<file path="src/logic/issue_config_pkg.sv">
// sizing constants for the cluster; RS_SIZE must be a power of two and XLEN even for the mult split
package issue_config_pkg;

    ////////////////////////////////////////////////////////////////////////////
    // datapath
    ////////////////////////////////////////////////////////////////////////////

    localparam int XLEN    = 32;  // operand and result width
    localparam int PRF_LEN = 6;   // physical register tag width

    ////////////////////////////////////////////////////////////////////////////
    // reservation station
    ////////////////////////////////////////////////////////////////////////////

    localparam int RS_SIZE = 8;
    localparam int RS_LEN  = $clog2(RS_SIZE);  // slot index width

    ////////////////////////////////////////////////////////////////////////////
    // functional units
    ////////////////////////////////////////////////////////////////////////////

    // one ready bit per unit, indexed by fu_type_e
    localparam int NUM_FU      = 2;
    localparam int MULT_STAGES = 3;  // issue to result latency of the multiplier

endpackage

</file>
<file path="src/logic/issue_types_pkg.sv">
// shared packet formats; operand tag is only meaningful while ready is low, value once it is high
package issue_types_pkg;

    import issue_config_pkg::*;

    ////////////////////////////////////////////////////////////////////////////
    // encodings
    ////////////////////////////////////////////////////////////////////////////

    // target unit, also the index into the fu ready vector
    typedef enum logic {
        FU_ALU  = 1'b0,
        FU_MULT = 1'b1
    } fu_type_e;

    typedef enum logic [3:0] {
        OP_ADD  = 4'h0,
        OP_SUB  = 4'h1,
        OP_AND  = 4'h2,
        OP_OR   = 4'h3,
        OP_XOR  = 4'h4,
        OP_SLL  = 4'h5,
        OP_SRL  = 4'h6,
        OP_SLT  = 4'h7,   // signed compare
        OP_MUL  = 4'h8,   // low word of product
        OP_MULH = 4'h9    // signed high word
    } alu_func_e;

    ////////////////////////////////////////////////////////////////////////////
    // packets
    ////////////////////////////////////////////////////////////////////////////

    typedef struct packed {
        logic               ready;
        logic [PRF_LEN-1:0] tag;
        logic [XLEN-1:0]    value;
    } operand_t;

    // renamed instruction from dispatch
    typedef struct packed {
        logic               valid;
        fu_type_e           fu_type;
        alu_func_e          alu_func;
        logic [PRF_LEN-1:0] dest_tag;
        operand_t           opa;
        operand_t           opb;
    } dispatch_packet_t;

    // operands resolved, unit already chosen
    typedef struct packed {
        logic               valid;
        alu_func_e          alu_func;
        logic [PRF_LEN-1:0] dest_tag;
        logic [XLEN-1:0]    opa_value;
        logic [XLEN-1:0]    opb_value;
    } issue_packet_t;

    typedef struct packed {
        logic               valid;     // held until taken
        logic [PRF_LEN-1:0] dest_tag;
        logic [XLEN-1:0]    value;
    } fu_result_t;

    // broadcast, single cycle pulse per result
    typedef struct packed {
        logic               valid;
        logic [PRF_LEN-1:0] dest_tag;
        logic [XLEN-1:0]    value;
    } cdb_packet_t;

endpackage

</file>
<file path="src/logic/cdb_arbiter.sv">
// one result per cycle onto the CDB, multiplier first; an untaken result must be held by its unit
`timescale 1ns/100ps

module cdb_arbiter
    import issue_types_pkg::*;
(
    input  logic        clock,
    input  logic        reset,
    input  logic        flush,
    input  fu_result_t  mult_result,
    input  fu_result_t  alu_result,
    output logic        mult_taken,
    output logic        alu_taken,
    output cdb_packet_t cdb
);

    fu_result_t winner;

    ////////////////////////////////////////////////////////////////////////////
    // fixed priority
    ////////////////////////////////////////////////////////////////////////////

    // older work sits in the mult pipe
    always_comb begin
        mult_taken = mult_result.valid;
        alu_taken  = alu_result.valid && !mult_result.valid;
        winner     = mult_result.valid ? mult_result : alu_result;
    end

    ////////////////////////////////////////////////////////////////////////////
    // broadcast register
    ////////////////////////////////////////////////////////////////////////////

    always_ff @(posedge clock) begin
        if (reset || flush) begin
            cdb.valid <= 1'b0;
        end else begin
            cdb.valid    <= winner.valid;     // idle when neither unit has a result
            cdb.dest_tag <= winner.dest_tag;
            cdb.value    <= winner.value;
        end
    end

endmodule

</file>
<file path="config.mk">
export PLATFORM = sky130hd
export DESIGN_NAME = cdb_arbiter
export DESIGN_NICKNAME = d
export VERILOG_FILES = /design/src/logic/issue_config_pkg.sv /design/src/logic/issue_types_pkg.sv /design/src/logic/cdb_arbiter.sv
export SDC_FILE = /design/constraint.sdc
export NUM_CORES = 1
export LEC_CHECK = 0
export BUFFER_PORTS_ARGS = -buffer_cell sky130_fd_sc_hd__buf_2
export CAP_MARGIN = 15
export CORE_UTILIZATION = 43
export CTS_BUF_LIST = sky130_fd_sc_hd__clkbuf_16
export DETAILED_ROUTE_END_ITERATION = 6
export PLACE_DENSITY = 0.87
export SKIP_CTS_REPAIR_TIMING = 1
export SLEW_MARGIN = 30
export SYNTH_ARGS = -nofsm -noshare
export SYNTH_HDL_FRONTEND = slang
export SYNTH_SLANG_ARGS = --single-unit
</file>
<file path="constraint.sdc">
create_clock -name clock -period 7.25 [get_ports clock]
set_clock_uncertainty 0.05 [all_clocks]
set_input_delay 0.725 -clock clock [delete_from_list [all_inputs] [get_ports clock]]
set_output_delay 0.725 -clock clock [all_outputs]
set_load 0.01 [all_outputs]
</file>
* Yosys cells after proc, flatten, opt, wreduce, memory -nomap -nowiden
Index checks and enable logic that the tools add are counted.
** Storage, ports and cells
- Register bits after elaboration :: 39
- Output and inout bits :: 41
- Logic and storage cells :: 7
** Cells by class
- Multiplexer cells :: 1
- Reduce and logical (&&, ||, !) cells :: 3
** Operators by type and width (number)
- $mux 39 :: 1
- $logic_and 1x1->1 :: 1
- $logic_not 1->1 :: 1
- $logic_or 1x1->1 :: 1

* Logic depth before layout (Yosys ltp)
- Depth in word-level cells :: 2
- Gate-level depth with buffers :: 2
- Mapped depth without buffers :: 2

* Worst setup path before layout
No wires, ideal clock.
- Kind :: input to register
- Start point :: input port reset
- End point :: register cdb[0] (netlist bit), enable pin
- Setup time :: 0.435 ns
- Arrival time :: 2.363 ns
- Required time :: 6.765 ns
- Path slack :: 4.401 ns
- Cell stages on the path :: 1
- Buffers on the path :: 0
- Path through :: nor2_1
** Between the ends
- Word-level cells in the longest chain between the ends :: 1
** Ends and longest elaborated chain
- start: declaration :: line cdb_arbiter.sv:8 : input logic reset,
- $logic_or 1x1->1 :: line cdb_arbiter.sv:35 : if (reset || flush) begin
- end: declaration :: line cdb_arbiter.sv:14 : output cdb_packet_t cdb
Every way passes these cells.
A chain may end at the register's enable or synchronous reset.

* Final worst setup path
- Start point :: input port mult_result[38] (netlist bit)
- End point :: output port alu_taken
** Between the ends
- Word-level cells in the longest chain between the ends :: 2
** Ends and longest elaborated chain
- start: declaration :: line cdb_arbiter.sv:10 : input fu_result_t mult_result,
- $logic_not 1->1 :: line cdb_arbiter.sv:26 : alu_taken = alu_result.valid && !mult_result.valid;
- $logic_and 1x1->1 :: line cdb_arbiter.sv:26
- end: declaration :: line cdb_arbiter.sv:13 : output logic alu_taken,
Every way passes these cells.

==> summary.md <==
| Metric | Value |
|---|---|
| Biggest register | cdb |
| Final setup TNS | 0 ns |
| DP Area | roughly 0.0023 mm2 |
| Synth top area share | 68.8% |
| DRT Wirelength | 3340 um |
| Slew margin rel. | between 40% and 50% |
| Root Buffer | clkbuf_16 |
| Hold path start | alu_result[38] |
| Net switching power | 112 uW |
| Num rows | 22 |
| Fin. Hold Viols | 0 |
| Nets | 290 |
| Vias in the first global route | roughly 1200 |
| Sequential power share | between 40% and 50% |
| Hold Path Class | input pin to flip-flop |
| Top_reg_cell synth | edfxtp_1 |
| CTS tree | done |
| Routability cong. | a little over 0.7 |
| Mean Syn Cell Area | slightly below 20 um2 |
| RSZ-0062 raised after global routing | no |
| Largest net degree at the start of global routing | between 40 and 50 |
| Die Ht | approximately 64 um |
| Most frequent cells after synthesis | edfxtp_1 (38), mux2_2 (38), buf_6 (4) |
| Switching portion of total power | 19.2% |
| Ant diodes | 0 |
| Via count | about 1200 |
| WL per Instance | about 13 um |
| Hold depth | 2 |
| Ports | 122 |
| Fill cells | ~300 |
| Drt initial violations | 39 |
| CP Max Fanout | ~40 |
| Clock H-tree levels | 2 |
| Residual DRC | 0 |
| CP endpoint kind | output port |
| Max_cap viols | 0 |
| Synth area leaders | edfxtp_1 (69%), mux2_2 (26%), buf_6 (2.7%) |
| CTS max path bufs | 2 |
| GRT Overall Usage | 17.9% |
| Overflow after GRT | 0 |
| Number of flip-flops in the largest register | 39 |
| Syn nets | about 170 |
| Static Leak | 0.00109 uW |
| Final number of setup-violating endpoints | 0 |
| Via density per instance | between 4 and 5 |
| Clock share of power | roughly two fifths |
| Total power | 582 uW |
| Cell area after synthesis | ~0.0017 mm2 |
| Unique masters post-synth | 8 |
| Clock Pin Slew Worst Setup and Hold Paths | 0.06 ns |
| First-pass GRT wire length | between 5000 and 6000 um |
| VDD IR-drop max | approximately 0.17 mV |
| Cell taking the most area after synthesis | edfxtp_1 |
| Clock tree sinks | 39 |
| Slew Limit Fails | 0 |
| Share of cells above drive strength 1 | 80.0% |
| Initial antenna violation count | 0 |
| Die width | roughly 64 um |
| Post-synth EDFFs | 38 |
| Fraction of registers with async set or reset after synthesis | 0% |
| Crit share post-route | 33.4% |
| Synthesis-stage register bit count | 39 |
| Status | finished, final reports clean |
| Top Registers | cdb x39 |
| Fmax | a little over 400 MHz |
| Die area | approximately 0.0041 mm2 |
| Crit Path Class | input pin to output port |
| Final core occ | about 67% |
| Core Box Area | roughly 0.0037 mm2 |
| Sequential share of the synthesized area | a little over two thirds |
| Ys Warns | 0 |
| Required time of the critical path | 6.47 ns |
| Pre-CTS setup slack | 4.81 ns |
| CTS Buf Count | 5 |
| Post-Syn Instances | between 80 and 90 |
| PwrDens | 235 mW/mm2 |
| Final HPWL from detailed placement | 2550 um |
| Comb power frac | about an eighth |
| Hold Path End | cdb[38] |
| Critical Path AT | around 1.7 ns |
| Initial Util | 45.0% |
| DRT Pass-1 Iters | 4 |
| Final Cell Area | around 0.0025 mm2 |
| Setup WS post-layout | 4.83 ns |
| Port Buffers | between 100 and 150 |
| Final min period | roughly 2.4 ns |
| Slew of the pin with the lowest slew margin | 0.847 ns |
| Synthesis-to-finish area growth | 48.9% |
| Internal Pwr Total | roughly 470 uW |
| Startpoint class of the critical path | input pin |
| Antenna-violating nets left | 0 |
-- worst max-delay path, cell delays in order --
cell and delay (ns):
buf_2 0.64, nor2b_1 0.10, buf_2 0.17
-- metrics by stage --
step | instances | hold slack [ns]
floorplan | 85 | 0.785
global placement | 249 | 0.886
detailed placement | 250 | 0.930
CTS | 258 | 0.648
global route | 258 | 0.635
finish | 258 | 0.648
-- power by group through the flow --
| stage | clock network [uW] | logic, uW | registers, uW |
|---|---|---|---|
| after detailed placement | 0 | 75.9 | 275 |
| after CTS | 239 | 76.2 | 271 |
| after global routing | 252 | 82.3 | 272 |
| final | 236 | 75.3 | 271 |
| after floorplan | 0 | 26.6 | 286 |
| after global placement | 0 | 72.4 | 275 |
-- layer usage --
metal  share of wire (%)  GRT usage (%)  up-vias  wire (um)
met5                   0              0        -          0
met4                 1.4           6.67        0         47
met3                  13           10.5        4        435
met2                  51           29.9       67       1690
met1                  35           18.4      557       1170
li1                    -              -      577          -
-- cell type report --
class	count	area [um2]	share of cell area, %
tap	48	60.1	2.43
sequential	39	1160	47.0
clock inverter	3	38.8	1.57
timing repair buffer	122	633	25.6
clock buffer	5	125	5.06
multi-input combinational	41	453	18.3
-- worst max-delay path by stage --
stage / to / start / cells past startpoint
finish: alu_taken / mult_result[38] / 3
global route: alu_taken / mult_result[38] / 3
CTS: alu_taken / mult_result[38] / 3
detailed placement: alu_taken / mult_result[38] / 3
global placement: mult_taken / mult_result[38] / 2
floorplan: cdb[0] / reset / 1
-- placed cells by master, fill, tap and decap left out --
cell type / netlist / routed
buf_2: 0 / 121
mux2_2: 38 / 38
edfxtp_1: 38 / 38
clkbuf_16: 0 / 5
nor2b_1: 1 / 1
nor2_4: 0 / 1
o21a_1: 1 / 1
dfxtp_1: 1 / 1
clkinv_1: 0 / 1
clkinv_2: 0 / 1
bufinv_16: 0 / 1
buf_16: 0 / 1
-- cell families (layout without fill, tap and decap cells) --
kind of cell / count (synthesis) / count (layout) / share of synthesized area, %
DFF: 39 / 39 / 70.0
muxes: 38 / 38 / 25.8
AOI/OAI and AO/OA: 1 / 1 / 0.453
and+or+nand+nor: 2 / 2 / 0.603
buffers and inverters: 5 / 130 / 3.17
Power figures use the tool's default switching activity.
