[config.mk]
export PLATFORM = sky130hd
export DESIGN_NAME = mult_pipe
export DESIGN_NICKNAME = d
export VERILOG_FILES = /design/src/logic/issue_config_pkg.sv /design/src/logic/issue_types_pkg.sv /design/src/logic/mult_pipe.sv
export SDC_FILE = /design/constraint.sdc
export NUM_CORES = 2
export LEC_CHECK = 0
export ABC_CLOCK_PERIOD_IN_PS = 13800
export BUFFER_PORTS_ARGS = -buffer_cell sky130_fd_sc_hd__buf_2
export CORE_MARGIN = 2
export CORE_UTILIZATION = 63
export CTS_BUF_LIST = sky130_fd_sc_hd__clkbuf_16
export DETAILED_ROUTE_END_ITERATION = 16
export PLACE_DENSITY = 0.81
export SLEW_MARGIN = 10
export SYNTH_ARGS = -nofsm -noshare
export SYNTH_HDL_FRONTEND = slang
export SYNTH_SLANG_ARGS = --single-unit
[constraint.sdc]
create_clock -name clock -period 13.8 [get_ports clock]
set_clock_uncertainty 0.2 [all_clocks]
set_input_delay 2.07 -clock clock [delete_from_list [all_inputs] [get_ports clock]]
set_output_delay 2.07 -clock clock [all_outputs]
set_load 0.05 [all_outputs]
[src/logic/issue_config_pkg.sv]
// sizing constants for the cluster; RS_SIZE must be a power of two and XLEN even for the mult split
package issue_config_pkg;

    ////////////////////////////////////////////////////////////////////////////
    // datapath
    ////////////////////////////////////////////////////////////////////////////

    localparam int XLEN    = 32;  // operand and result width
    localparam int PRF_LEN = 6;   // physical register tag width

    ////////////////////////////////////////////////////////////////////////////
    // reservation station
    ////////////////////////////////////////////////////////////////////////////

    localparam int RS_SIZE = 8;
    localparam int RS_LEN  = $clog2(RS_SIZE);  // slot index width

    ////////////////////////////////////////////////////////////////////////////
    // functional units
    ////////////////////////////////////////////////////////////////////////////

    // one ready bit per unit, indexed by fu_type_e
    localparam int NUM_FU      = 2;
    localparam int MULT_STAGES = 3;  // issue to result latency of the multiplier

endpackage

[src/logic/issue_types_pkg.sv]
// shared packet formats; operand tag is only meaningful while ready is low, value once it is high
package issue_types_pkg;

    import issue_config_pkg::*;

    ////////////////////////////////////////////////////////////////////////////
    // encodings
    ////////////////////////////////////////////////////////////////////////////

    // target unit, also the index into the fu ready vector
    typedef enum logic {
        FU_ALU  = 1'b0,
        FU_MULT = 1'b1
    } fu_type_e;

    typedef enum logic [3:0] {
        OP_ADD  = 4'h0,
        OP_SUB  = 4'h1,
        OP_AND  = 4'h2,
        OP_OR   = 4'h3,
        OP_XOR  = 4'h4,
        OP_SLL  = 4'h5,
        OP_SRL  = 4'h6,
        OP_SLT  = 4'h7,   // signed compare
        OP_MUL  = 4'h8,   // low word of product
        OP_MULH = 4'h9    // signed high word
    } alu_func_e;

    ////////////////////////////////////////////////////////////////////////////
    // packets
    ////////////////////////////////////////////////////////////////////////////

    typedef struct packed {
        logic               ready;
        logic [PRF_LEN-1:0] tag;
        logic [XLEN-1:0]    value;
    } operand_t;

    // renamed instruction from dispatch
    typedef struct packed {
        logic               valid;
        fu_type_e           fu_type;
        alu_func_e          alu_func;
        logic [PRF_LEN-1:0] dest_tag;
        operand_t           opa;
        operand_t           opb;
    } dispatch_packet_t;

    // operands resolved, unit already chosen
    typedef struct packed {
        logic               valid;
        alu_func_e          alu_func;
        logic [PRF_LEN-1:0] dest_tag;
        logic [XLEN-1:0]    opa_value;
        logic [XLEN-1:0]    opb_value;
    } issue_packet_t;

    typedef struct packed {
        logic               valid;     // held until taken
        logic [PRF_LEN-1:0] dest_tag;
        logic [XLEN-1:0]    value;
    } fu_result_t;

    // broadcast, single cycle pulse per result
    typedef struct packed {
        logic               valid;
        logic [PRF_LEN-1:0] dest_tag;
        logic [XLEN-1:0]    value;
    } cdb_packet_t;

endpackage

[src/logic/mult_pipe.sv]
// three stage signed multiplier; the whole pipe freezes while its last stage waits for the CDB
`timescale 1ns/100ps

module mult_pipe
    import issue_config_pkg::*, issue_types_pkg::*;
(
    input  logic          clock,
    input  logic          reset,
    input  logic          flush,
    input  issue_packet_t issue,
    input  logic          start,
    input  logic          taken,
    output logic          ready,
    output fu_result_t    result
);

    typedef struct packed {
        logic               valid;
        logic [PRF_LEN-1:0] dest_tag;
        alu_func_e          func;
    } stage_ctrl_t;

    stage_ctrl_t                   ctrl_q [MULT_STAGES];
    logic signed [XLEN+XLEN/2:0]   pp_lo_q;   // opa times unsigned low half of opb
    logic signed [XLEN+XLEN/2-1:0] pp_hi_q;   // opa times signed high half of opb
    logic signed [2*XLEN-1:0]      prod_q;
    logic [XLEN-1:0]               word_q;
    logic                          advance;

    assign advance = !ctrl_q[MULT_STAGES-1].valid || taken;
    assign ready   = advance;  // low while stalled

    ////////////////////////////////////////////////////////////////////////////
    // control pipe
    ////////////////////////////////////////////////////////////////////////////

    always_ff @(posedge clock) begin
        if (reset || flush) begin
            for (int s = 0; s < MULT_STAGES; s++) begin
                ctrl_q[s].valid <= 1'b0;
            end
        end else if (advance) begin
            ctrl_q[0].valid    <= start;
            ctrl_q[0].dest_tag <= issue.dest_tag;
            ctrl_q[0].func     <= issue.alu_func;
            for (int s = 1; s < MULT_STAGES; s++) begin
                ctrl_q[s] <= ctrl_q[s-1];
            end
        end
    end

    ////////////////////////////////////////////////////////////////////////////
    // datapath: partial products, sum, word select
    ////////////////////////////////////////////////////////////////////////////

    always_ff @(posedge clock) begin
        if (advance) begin
            pp_lo_q <= $signed(issue.opa_value)
                       * $signed({1'b0, issue.opb_value[XLEN/2-1:0]});
            pp_hi_q <= $signed(issue.opa_value) * $signed(issue.opb_value[XLEN-1:XLEN/2]);
            prod_q  <= pp_lo_q + (pp_hi_q <<< (XLEN/2));  // both sign extended to 64
            word_q  <= (ctrl_q[MULT_STAGES-2].func == OP_MULH) ? prod_q[2*XLEN-1:XLEN]
                                                                : prod_q[XLEN-1:0];
        end
    end

    assign result.valid    = ctrl_q[MULT_STAGES-1].valid;
    assign result.dest_tag = ctrl_q[MULT_STAGES-1].dest_tag;
    assign result.value    = word_q;

endmodule

; Word-level counts from Yosys, hierarchy flattened
; Memory sizes are Yosys's and may differ from the RTL's.
; Index checks and enable logic that the tools add are counted.
[word_totals]
wordCells = 24
regBits = 193
out_inout_bits = 40
ramBits = 33
n_memories = 1
[classes]
bitwise = 3
n_mux = 9
n_reduce_logical = 3
addsub = 1
multipliers = 2
eq_ne = 1
[mem_list]
columns = memory, words, word_bits, read_ports, rd_clocked_by_memory_dff, wr, line
row1 = ctrl_q, 3, 11, 3, 0, 3, mult_pipe.sv:23  ; stage_ctrl_t ctrl_q [MULT_STAGES];
[op_table]
columns = op, n
row1 = $add A49 B64 Y64, 1
row2 = $mul A32 B17 Y49, 1
row3 = $mul A32 B16 Y48, 1
row4 = $mux W32, 1
row5 = $mux W1, 8
row6 = $eq A4 B4 Y1 const B, 1
row7 = $or A1 B1 Y1, 3
row8 = $logic_or A1 B1 Y1, 2
row9 = $logic_not A1 Y1, 1

; Depth between registers and ports, before layout
; An unclocked memory read counts as a cell.
[logic_depth]
depth_word = 7
depth_mapped = 26
ltp_nobuf = 25

; Worst setup path after synthesis
; No wires, ideal clock.
[synth_timing]
kind = input to output
start = input port taken
end = output port ready
path_stages = 1
arrival_ns = 7.072
n_path_buf = 0
required_ns = 11.530
slack_ns = 4.458
path_cell_list = nand2b_1
[synth_between]
elab_chain_cells = 1
[synth_rtl]
columns = item, line
row1 = "start, declared", mult_pipe.sv:12  ; input logic taken,
row2 = $logic_or A1 B1 Y1, mult_pipe.sv:30  ; assign advance = !ctrl_q[MULT_STAGES-1].valid || taken;
row3 = "end, declared", mult_pipe.sv:13  ; output logic ready,
; Every way passes these cells.

; Final worst setup path
[layout_timing]
start = input port issue[48] (netlist bit)
end = register pp_lo_q[45] (data pin)
[layout_between]
elab_chain_cells = 1
[layout_rtl]
columns = item, line
row1 = "start, declared", mult_pipe.sv:10  ; input issue_packet_t issue,
row2 = $mul A32 B17 Y49, mult_pipe.sv:59  ; * $signed({1'b0, issue.opb_value[XLEN/2-1:0]});
row3 = "end signal, assigned", mult_pipe.sv:58  ; pp_lo_q <= $signed(issue.opa_value)
row4 = "end, declared", mult_pipe.sv:24  ; logic signed [XLEN+XLEN/2:0] pp_lo_q;
; Every way passes these cells.
; A chain may end at the register's enable or synchronous reset.

==> flow_summary.ini <==
[floorplanning]
die-area_um2 = 73800
num_rows = 98
core_area_um2 = 71200
start_util_pct = 63.4
die_y_um = 272
die_x_um = 272
pin_count = 120

[clock_network]
cts_resized = 0
clock_latency_ns = 0.57
cts_tree = done
htreeDepth = 1
cts.clk_slew.worst_paths_ns = 0.06
clock-sinks = 222
clock-root-buffer = clkbuf_16
cts_buffers = 27
hold_buffers = 0
post_cts_buffers = 0
clockBufferDepth = 3

[global_routing]
grt_pass1_vias = 35100
grt.total_usage_pct = 31.1
grt_pass1_wl_um = 181000
antenna_found_initial = 7
grt_max_degree = 74
grt-ovfl-total = 0

[sta]
max_freq_mhz = 109
period_share_pct = 66.2
setup_tns_ns = 0
slew_headroom_pct = 32.3
tightest_slew_ns = 1.02
post-route-min-period_ns = 9.14
rsz0062_at_grt = no
hold_viol = 0
slew_violations = 0
setup_viol = 0

[layout]
drive_gt1_share_pct = 4.64
seq_area_um2 = 6670
fillCellCount = 5428
final_nets = 5966
areaGrowthSynthToFinish_pct = 4.35
final_common_cell = inv_1
multi_input_area_um2 = 33400
final_cell_mix = inv_1, fa_1, nand2_1

[placed_design]
gp_congestion = 0.926
io_buffers = 118
dp_hpwl_um = 82000

[critical_path]
crit_required_ns = 13.92
start_kind = input pin
end_kind = flip-flop
critical_path_class = in -> reg
worstPathArrival_ns = 9.26
critPathMaxFanout = 32

[yosys]
synth_cells = 4688
synth.avg_cell_area_um2 = 9.63
ys.flop_type = edfxtp_1
syn_nets = 6022
yosys_warnings = 0
synthArstFlopShare_pct = 0
synth_edf_count = 222
ys_seq_area_share_pct = 14.8
ys_seq_elements = 222
synth_cell_types = 64
syn_area_um2 = 45200

[drt]
viasPerCell = 5.68
wire_per_inst_um = 19.5
via_count = 31900
ant_nets = 0
drc_errors = 0
drt_wl_total_um = 109000
drt_iter0_drc = 2579
drt-pass1-iter-count = 8

[worst_hold_path]
hold_class = reg -> reg

[outcome]
status = complete, no violations

[run]
cap_violations = 0
layout make-up:
| type | instances | area share (%) |
|---|---|---|
| tap | 950 | 2.52 |
| sequential | 222 | 14.1 |
| multi-input combinational | 3113 | 70.9 |
| timing repair buffer | 127 | 1.40 |
| antenna | 3 | 0.0159 |
| inverter | 1141 | 9.09 |
| clock buffer | 27 | 1.43 |
| clock inverter | 22 | 0.497 |
stage by stage:
step | cell area [um2] | std cells | utilization [%] | setup slack, ns | hold WS, ns
5_1_grt | 47100 | 5602 | 66.1 | 4.29 | 0.228
4_1_cts | 47100 | 5602 | 66.1 | 4.82 | 0.220
6_report | 47100 | 5605 | 66.1 | 4.66 | 0.221
3_5_place_dp | 46200 | 5553 | 64.9 | 4.25 | 0.205
3_3_place_gp | 46200 | 5553 | 64.9 | 4.32 | 0.202
2_1_floorplan | 45200 | 4688 | - | 4.46 | 0.200
final timing paths:
check / startpoint / end / slack, ns / depth (start not counted)
max: issue[48] / pp_lo_q[45] / 4.66 / 23
min reg2reg: pp_lo_q[14] / prod_q[14] / 0.22 / 0
min: pp_lo_q[14] / prod_q[14] / 0.22 / 0
max reg2reg: pp_lo_q[16] / prod_q[62] / 8.88 / 15
metal layers:
layer / GRT usage, % / vias to the layer above / wire [um]
li1: - / 13800 / -
met1: 40.3 / 16200 / 42000
met2: 50.8 / 1504 / 51200
met3: 6.38 / 368 / 10100
met4: 14.4 / 8 / 5810
met5: 0 / - / 52
critical path, stage by stage:
cell       delay [ns]
buf_2            0.75
nand2_1          0.19
fa_1             0.54
fa_1             0.51
fa_1             0.51
inv_1            0.06
fa_1             0.49
fa_1             0.52
inv_1            0.06
fa_1             0.47
inv_1            0.04
ha_1             0.37
a21oi_1          0.18
o21ai_0          0.14
o41ai_1          0.39
nor2_1           0.15
a2111oi_4        0.35
o31ai_2          0.17
a311o_1          0.42
a31o_4           0.29
a2111oi_4        0.28
o21bai_1         0.11
xor2_1           0.14
sequential cells by signal, indices dropped and copies added, names as in the netlist:
register and count:
prod_q 64, word_q 32, pp_hi_q 48, ctrl_q 29, pp_lo_q 49
cell usage after synthesis, types with 10 or more instances:
library cell	number	area share, %
mux2_2	32	0.80
nand2_1	654	5.4
nand3_1	23	0.25
a31oi_1	10	0.14
ha_1	278	7.7
nor2_1	98	0.81
a21o_1	72	1.2
inv_1	1140	9.5
xnor2_1	100	1.9
clkbuf_1	198	1.6
edfxtp_1	222	15
o211ai_1	13	0.22
o21bai_1	13	0.22
nor3_1	16	0.18
xor2_1	39	0.76
nand2b_1	22	0.30
and3_1	11	0.15
fa_1	976	43
o21ai_0	60	0.67
nor2b_1	14	0.19
and2_1	438	6.1
o21a_1	27	0.45
a21oi_1	121	1.3
a211oi_1	10	0.17
kinds of logic (layout without fill, tap and decap cells):
logic type / after synthesis / in the layout / synth area share [%]
XOR/XNOR: 139 / 139 / 2.70
adder cells (fa/ha/maj): 1254 / 1254 / 51.0
buffers and inverters: 1353 / 1317 / 11.3
other: 0 / 3 / 0
multiplexers: 32 / 32 / 0.798
flip-flops: 222 / 222 / 14.8
AO/OA/AOI/OAI: 378 / 378 / 5.50
AND/OR/NAND/NOR: 1310 / 1310 / 14.0
Power is not shown: default switching activity piles up to over one toggle a cycle in this logic, so the estimate is an artifact.
