<file path="config.mk">
export PLATFORM = sky130hd
export DESIGN_NAME = reservation_station
export DESIGN_NICKNAME = d
export VERILOG_FILES = /design/src/logic/issue_config_pkg.sv /design/src/logic/issue_types_pkg.sv /design/src/logic/reservation_station.sv
export SDC_FILE = /design/constraint.sdc
export NUM_CORES = 1
export LEC_CHECK = 0
export BUFFER_PORTS_ARGS = -buffer_cell sky130_fd_sc_hd__buf_2
export CORE_ASPECT_RATIO = 1.2
export CORE_MARGIN = 2
export CORE_UTILIZATION = 54
export DETAILED_ROUTE_END_ITERATION = 6
export HOLD_SLACK_MARGIN = 0.05
export PLACE_DENSITY = 0.75
export SLEW_MARGIN = 5
export SYNTH_ARGS = -nofsm -noshare
export SYNTH_HDL_FRONTEND = slang
export SYNTH_SLANG_ARGS = --single-unit
</file>
<file path="constraint.sdc">
create_clock -name clock -period 3.7 [get_ports clock]
set_input_delay 0.185 -clock clock [delete_from_list [all_inputs] [get_ports clock]]
set_output_delay 0.185 -clock clock [all_outputs]
set_load 0.005 [all_outputs]
</file>
<file path="src/logic/issue_config_pkg.sv">
// sizing constants for the cluster; RS_SIZE must be a power of two and XLEN even for the mult split
package issue_config_pkg;

    ////////////////////////////////////////////////////////////////////////////
    // datapath
    ////////////////////////////////////////////////////////////////////////////

    localparam int XLEN    = 32;  // operand and result width
    localparam int PRF_LEN = 6;   // physical register tag width

    ////////////////////////////////////////////////////////////////////////////
    // reservation station
    ////////////////////////////////////////////////////////////////////////////

    localparam int RS_SIZE = 8;
    localparam int RS_LEN  = $clog2(RS_SIZE);  // slot index width

    ////////////////////////////////////////////////////////////////////////////
    // functional units
    ////////////////////////////////////////////////////////////////////////////

    // one ready bit per unit, indexed by fu_type_e
    localparam int NUM_FU      = 2;
    localparam int MULT_STAGES = 3;  // issue to result latency of the multiplier

endpackage

</file>
<file path="src/logic/issue_types_pkg.sv">
// shared packet formats; operand tag is only meaningful while ready is low, value once it is high
package issue_types_pkg;

    import issue_config_pkg::*;

    ////////////////////////////////////////////////////////////////////////////
    // encodings
    ////////////////////////////////////////////////////////////////////////////

    // target unit, also the index into the fu ready vector
    typedef enum logic {
        FU_ALU  = 1'b0,
        FU_MULT = 1'b1
    } fu_type_e;

    typedef enum logic [3:0] {
        OP_ADD  = 4'h0,
        OP_SUB  = 4'h1,
        OP_AND  = 4'h2,
        OP_OR   = 4'h3,
        OP_XOR  = 4'h4,
        OP_SLL  = 4'h5,
        OP_SRL  = 4'h6,
        OP_SLT  = 4'h7,   // signed compare
        OP_MUL  = 4'h8,   // low word of product
        OP_MULH = 4'h9    // signed high word
    } alu_func_e;

    ////////////////////////////////////////////////////////////////////////////
    // packets
    ////////////////////////////////////////////////////////////////////////////

    typedef struct packed {
        logic               ready;
        logic [PRF_LEN-1:0] tag;
        logic [XLEN-1:0]    value;
    } operand_t;

    // renamed instruction from dispatch
    typedef struct packed {
        logic               valid;
        fu_type_e           fu_type;
        alu_func_e          alu_func;
        logic [PRF_LEN-1:0] dest_tag;
        operand_t           opa;
        operand_t           opb;
    } dispatch_packet_t;

    // operands resolved, unit already chosen
    typedef struct packed {
        logic               valid;
        alu_func_e          alu_func;
        logic [PRF_LEN-1:0] dest_tag;
        logic [XLEN-1:0]    opa_value;
        logic [XLEN-1:0]    opb_value;
    } issue_packet_t;

    typedef struct packed {
        logic               valid;     // held until taken
        logic [PRF_LEN-1:0] dest_tag;
        logic [XLEN-1:0]    value;
    } fu_result_t;

    // broadcast, single cycle pulse per result
    typedef struct packed {
        logic               valid;
        logic [PRF_LEN-1:0] dest_tag;
        logic [XLEN-1:0]    value;
    } cdb_packet_t;

endpackage

</file>
<file path="src/logic/reservation_station.sv">
// lowest free slot allocation, lowest ready slot issue; fu_ready must promise acceptance a cycle ahead
`timescale 1ns/100ps

module reservation_station
    import issue_config_pkg::*, issue_types_pkg::*;
(
    input  logic              clock,
    input  logic              reset,
    input  logic              flush,
    input  dispatch_packet_t  dispatch,
    input  cdb_packet_t       cdb,
    input  logic [NUM_FU-1:0] fu_ready,
    output logic              rs_full,
    output issue_packet_t     issue,
    output fu_type_e          issue_fu
);

    dispatch_packet_t   entries [RS_SIZE];  // valid bit doubles as busy
    dispatch_packet_t   disp_entry;         // incoming packet after bypass
    logic [RS_LEN:0]    occupancy;
    logic [RS_LEN-1:0]  free_idx;
    logic [RS_LEN-1:0]  grant_idx;
    logic [RS_SIZE-1:0] eligible;
    logic               dispatch_fire;
    logic               issue_fire;

    // capture a broadcast value into a waiting operand
    function automatic operand_t wake(operand_t op, cdb_packet_t bus);
        operand_t woken;
        woken = op;
        if (!op.ready && bus.valid && (op.tag == bus.dest_tag)) begin
            woken.ready = 1'b1;
            woken.value = bus.value;
        end
        return woken;
    endfunction

    ////////////////////////////////////////////////////////////////////////////
    // allocation
    ////////////////////////////////////////////////////////////////////////////

    assign rs_full       = (occupancy == (RS_LEN+1)'(RS_SIZE));
    assign dispatch_fire = dispatch.valid && !rs_full;

    // lowest free slot wins
    always_comb begin
        free_idx = '0;
        for (int i = RS_SIZE-1; i >= 0; i--) begin
            if (!entries[i].valid) begin
                free_idx = RS_LEN'(i);
            end
        end
    end

    // same cycle bypass so a tag broadcast during dispatch is not missed
    always_comb begin
        disp_entry     = dispatch;
        disp_entry.opa = wake(dispatch.opa, cdb);
        disp_entry.opb = wake(dispatch.opb, cdb);
    end

    ////////////////////////////////////////////////////////////////////////////
    // selection
    ////////////////////////////////////////////////////////////////////////////

    // only stored readiness counts, a fresh wakeup is selectable next cycle
    always_comb begin
        grant_idx = '0;
        for (int i = RS_SIZE-1; i >= 0; i--) begin
            eligible[i] = entries[i].valid
                          && entries[i].opa.ready
                          && entries[i].opb.ready
                          && fu_ready[entries[i].fu_type];
            if (eligible[i]) begin
                grant_idx = RS_LEN'(i);
            end
        end
    end

    assign issue_fire = |eligible;

    ////////////////////////////////////////////////////////////////////////////
    // state update
    ////////////////////////////////////////////////////////////////////////////

    always_ff @(posedge clock) begin
        if (reset || flush) begin
            occupancy   <= '0;
            issue.valid <= 1'b0;
            for (int i = 0; i < RS_SIZE; i++) begin
                entries[i].valid <= 1'b0;
            end
        end else begin
            occupancy <= occupancy + (RS_LEN+1)'(dispatch_fire) - (RS_LEN+1)'(issue_fire);

            // tag match on every stored operand
            for (int i = 0; i < RS_SIZE; i++) begin
                entries[i].opa <= wake(entries[i].opa, cdb);
                entries[i].opb <= wake(entries[i].opb, cdb);
            end

            issue.valid <= issue_fire;
            if (issue_fire) begin
                issue.alu_func  <= entries[grant_idx].alu_func;
                issue.dest_tag  <= entries[grant_idx].dest_tag;
                issue.opa_value <= entries[grant_idx].opa.value;
                issue.opb_value <= entries[grant_idx].opb.value;
                issue_fu        <= entries[grant_idx].fu_type;
                entries[grant_idx].valid <= 1'b0;  // slot free next cycle
            end

            // free slot never equals the granted one, which is busy
            if (dispatch_fire) begin
                entries[free_idx] <= disp_entry;
            end
        end
    end

endmodule

</file>
Yosys cells after proc, flatten, opt, wreduce, memory -nomap -nowiden
Memory sizes are Yosys's and may differ from the RTL's. A register that Yosys moved wholly into a read port is not among the register bits.
Cells that the tools add are included.
{ "totals": {"reg_bits": 5, "latchBits": 0, "ram_bits": 720, "mem_bits_ro": 0, "inputBits": 134, "wordCells": 225, "memories": 1} }
{ "mem_list": {"columns": ["name", "words", "width", "rd", "rd_ports_with_merged_regs", "write_ports", "line", "rtl"], "rows": [
  ["entries", 8, 90, 9, 1, 10, "reservation_station.sv:18", "dispatch_packet_t entries [RS_SIZE];"]
]} }
{ "classes": {"addsub": 2, "n_mul": 0, "div": 0, "magnitude_cmp": 8, "eq_ne": 19, "shifts": 0, "n_mux": 109, "bitwise": 1, "n_reduce_logical": 83} }
{ "op_table": {"columns": ["cell", "n"], "rows": [
  ["$mux W32", 34],
  ["$eq A6 B6 Y1", 18],
  ["$logic_and A1 B1 Y1", 61],
  ["$mux W1", 59],
  ["$mux W3", 16],
  ["$logic_not A1 Y1", 19],
  ["$lt A1 B2 Y1 const B", 8],
  ["$reduce_or A8 Y1", 1],
  ["$add A4 B1 Y4", 1],
  ["$eq A4 B4 Y1 const B", 1],
  ["$sub A4 B1 Y4", 1],
  ["$reduce_and A2 Y1", 1],
  ["$logic_or A1 B1 Y1", 1],
  ["$not A1 Y1", 1]
]} }

Longest topological paths before layout
An unclocked memory read counts as a cell.
{ "depth": {"depth_word": 12, "mapped_depth": 12, "depth_no_buf": 11} }

Worst setup path before layout
Ideal clock, no wire load.
{ "synth_path": {"path_kind": "flip-flop to flip-flop", "startpoint": "register occupancy[2]", "endpoint": "memory entries[3][0] (netlist name) (enable)", "setup_ns": 0.421, "arrival_ns": 3.279, "slack_ns": 0.000, "stages_incl_launch_ff": 8, "path_buffers": 0, "period_less_slack_ns": 3.700, "path_cell_list": "dfxtp_1 > inv_1 > ha_1 > or3b_1 > nand4_4 > nor3b_4 > nor2_1 > nor2_1"} }
{ "synth_rtl": {"columns": ["element", "line", "rtl"], "rows": [
  ["start, declared", "reservation_station.sv:20", "logic [RS_LEN:0] occupancy;"],
  ["start signal, assigned", "reservation_station.sv:94", "occupancy <= occupancy + (RS_LEN+1)'(dispatch_fire) - (RS_LEN+1)'(issue_fire);"],
  ["end, declared", "reservation_station.sv:18", null]
]} }

==> results.txt <==
The run finished with clean final reports. Tracing the worst setup path back leads to its startpoint at occupancy[2]$_SDFF_PN0_. The number of different library cells used by synthesis comes to 64. Worst min-delay path startpoint: dispatch[38].

TritonCTS built the clock tree. The logs give 28.4% for the total routing usage reported by global routing and 4.08 ns for the required time reported for the critical path endpoint. During synthesis, Yosys emitted a total of 0 warnings. For this configuration, the core starts out at a cell density of 54.7%. In the routed design, unresolved DRC markers number 0. The post-synthesis area per instance is 16.0 µm².

STA classifies the critical path startpoint as a register. Clock skew after layout: 0.0171 ns. The min-delay analysis places its worst path in the category primary input to register.

The run gives 407 µV as the peak supply drop. The tools report the post-synthesis instance area as 37400 µm². The quantity of I/O buffers inserted on ports is 210.

In this run the static leakage power is 15.8 nW. Compared with the post-synthesis result, the final layout area differs by 15.4%. In this run the register-to-register setup slack is 0.21 ns. STA puts the critical path data arrival time at 3.87 ns.

TritonCTS created 76 clock buffers. On the final layout, the worst hold slack is 0.0682 ns. Measured along the y axis, the die boundary spans 292 µm. The cell count of the worst reg-to-reg path works out to 10. For this block, the routed nets add up to 102000 µm of wire. The critical path ends at entries[1][60]$_DFFE_PP_. The shortest clock period the worst path allows after layout is 3.49 ns. The per-cell via count in the routed design was 6.32; the residual overflow from global routing was 0. Counting flops with a built-in enable in the synthesized netlist gives 795. The most area-hungry cell type in the Yosys netlist was sky130_fd_sc_hd__edfxtp_1. The async set-reset flop share out of synthesis is 0%. The logs give 57 for the pin count of the biggest net entering global routing and 64.1% for the register area share after synthesis. For the final total negative setup slack, the log shows 0 ns.

Setup repair after global routing left no endpoint under its margin. For the clock latency on the worst-skew pair, the log shows 0.63 ns. The peak fanout along the critical path was 32; the placed wire-length estimate after detailed placement was 59300 µm. The cell at the root of the clock tree is sky130_fd_sc_hd__clkbuf_16. Gates resized during post-CTS repair numbered 0.

The tools report the number of antenna violations at the first check in global routing as 6. The tools report the startpoint of the lowest-slack register-to-register path as occupancy[2]$_SDFF_PN0_. Counting every sink on the clock net gives 800. The DRC violation total after the first TritonRoute iteration is 2317, and the flip-flop and latch count after synthesis is 800. For the number of global-route vias before repair, the log shows 23800. The fraction of layout instances using a drive strength above 1 is 27.4%, and the number of vias after detailed routing is 22700.

The commonest cells after synthesis are sky130_fd_sc_hd__edfxtp_1, sky130_fd_sc_hd__mux2_2, sky130_fd_sc_hd__mux2_1. The number of fill cells was 4804; the number of routed nets with antenna violations was 0. After the last flow step, the layout net total stands at 2757. Pin placement for this block handled 211 I/O pins.

In this run the critical register-to-register path is captured at entries[1][60]$_DFFE_PP_. The first-pass detailed-route iteration total is 7, and the final number of hold-violating endpoints is 0. In this run the number of H-tree levels came out at 3. The logs give 0 for the number of setup violations in the final report and 287 MHz for the achievable clock frequency.

The tools report the number of cell rows as 105. The logs give 0 for the total count of max-transition violations in the final report and 0.855 for the weighted congestion at the end of routability-driven global placement. The headroom to the max-slew limit came out at 35.7%. The top-area cell type share of the netlist area works out to 63.8%. The critical path in this run is classified as register to register. Endpoint type of the worst setup path: a register. The count of maximum capacitance violations was 0; the register clock-pin slew on the reported worst setup and hold paths was 0.06 ns. For this run, the leading register cell type out of synthesis is sky130_fd_sc_hd__edfxtp_1. The maximum root-to-sink buffer count came out at 3. The number of nets handed over by synthesis was 2477. Yosys instantiated no cell more often than sky130_fd_sc_hd__edfxtp_1.

The die covers 71400 µm². The share of the clock period used by the worst path after layout works out to 94.3%. The global-route wire length before repair is 150000 µm, and the areal power density over the cells is 439 nW/µm².

The floorplan step set the die width to 244 µm. The placeable core area was 68400 µm²; the per-cell routed wire length was 28.3 µm. In the post-synthesis netlist, the biggest area contributors are sky130_fd_sc_hd__edfxtp_1, sky130_fd_sc_hd__mux2_2, sky130_fd_sc_hd__mux2_1.

The cell count after synthesis was 2337. The transition at the pin with the smallest max-transition slack is 0.961 ns.
[cells in the final DEF, fill, tap and decap left out, drive strengths merged, types with 55 or more instances in the layout]
cell type | Yosys | layout
a21oi | 58 | 58
a22oi | 75 | 75
buf | 108 | 282
clkbuf | 73 | 93
dlygate4sd3 | 0 | 101
edfxtp | 795 | 795
mux2 | 517 | 517
mux2i | 191 | 191
nor2 | 63 | 63
xnor2 | 55 | 55
xor2 | 55 | 55
[worst min path at each step]
stage               depth (start not counted)                       end  slack [ns]
global placement                            1  entries[0][84]$_DFFE_PN_        0.45
finish                                      3  entries[4][38]$_DFFE_PP_        0.07
CTS                                         3  entries[4][38]$_DFFE_PP_        0.05
floorplan                                   0  entries[0][32]$_DFFE_PN_        0.28
global route                                3  entries[4][38]$_DFFE_PP_        0.09
detailed placement                          1  entries[5][86]$_DFFE_PN_        0.46
[area by class of cell]
cell class	instances	area (µm²)	share of cell area, %
antenna	1	2.50	0.00580
clock buffer	93	2030	4.70
clock inverter	46	369	0.855
inverter	24	95.1	0.220
multi-input combinational	1332	12600	29.2
sequential	800	24000	55.5
tap	909	1140	2.63
timing repair buffer	383	2980	6.90
[flip-flops by register name (all words and copies together), names as in the netlist]
| name | cells |
|---|---|
| entries | 720 |
| issue | 75 |
| occupancy | 4 |
| issue_fu | 1 |
[worst max-delay path, stage by stage, from the launching register on]
cell and delay, ns:
sky130_fd_sc_hd__dfxtp_1 0.32, sky130_fd_sc_hd__inv_1 0.06, sky130_fd_sc_hd__ha_1 0.19, sky130_fd_sc_hd__or3b_1 0.26, sky130_fd_sc_hd__nand2_1 0.12, sky130_fd_sc_hd__a211o_1 0.26
sky130_fd_sc_hd__a211o_2 0.44, sky130_fd_sc_hd__inv_4 0.12, sky130_fd_sc_hd__nand2_4 0.39, sky130_fd_sc_hd__mux2_1 0.49, sky130_fd_sc_hd__dlygate4sd3_1 0.55
[per-stage QoR]
step	instances	utilization (%)	area [µm²]	setup WS (ns)	total power [mW]
2_1_floorplan	2337	-	37400	0.239	11.0
3_3_place_gp	3347	58.1	39800	0.701	11.3
3_5_place_dp	3347	58.1	39800	0.605	11.4
4_1_cts	3587	63.1	43200	0.253	19.0
5_1_grt	3588	63.1	43200	0.0428	19.4
6_report	3588	63.1	43200	0.212	18.9
[routing by layer]
layer / wire, µm / track usage [%] / up-vias
li1: - / - / 9762
met1: 38700 / 35.8 / 11600
met2: 51400 / 48.9 / 1093
met3: 7810 / 4.72 / 244
met4: 3680 / 11.4 / 6
met5: 35 / 0 / -
[report_power, final]
group	switching (mW)	internal [mW]	leakage, nW
registers	0.0368	10.0	7.22
logic	0.683	0.553	7.37
clock network	3.37	4.26	1.17
total	4.09	14.9	15.8
[what timing repair did]
action / in CTS / in global routing
endpoints found under the hold margin: 697 / 0
hold buffers: 101 / 0
buffers inserted: 0 / 0
[cells by family after synthesis]
| kind of cell | Yosys count | synth area share, % |
|---|---|---|
| flops | 800 | 64.1 |
| mux | 708 | 21.0 |
| compound gates | 314 | 6.15 |
| buf+inv | 205 | 2.97 |
| simple gates | 194 | 3.04 |
| xor+xnor | 110 | 2.57 |
| fa+ha+maj | 6 | 0.221 |
No activity file was read; power rests on OpenSTA's default activity.
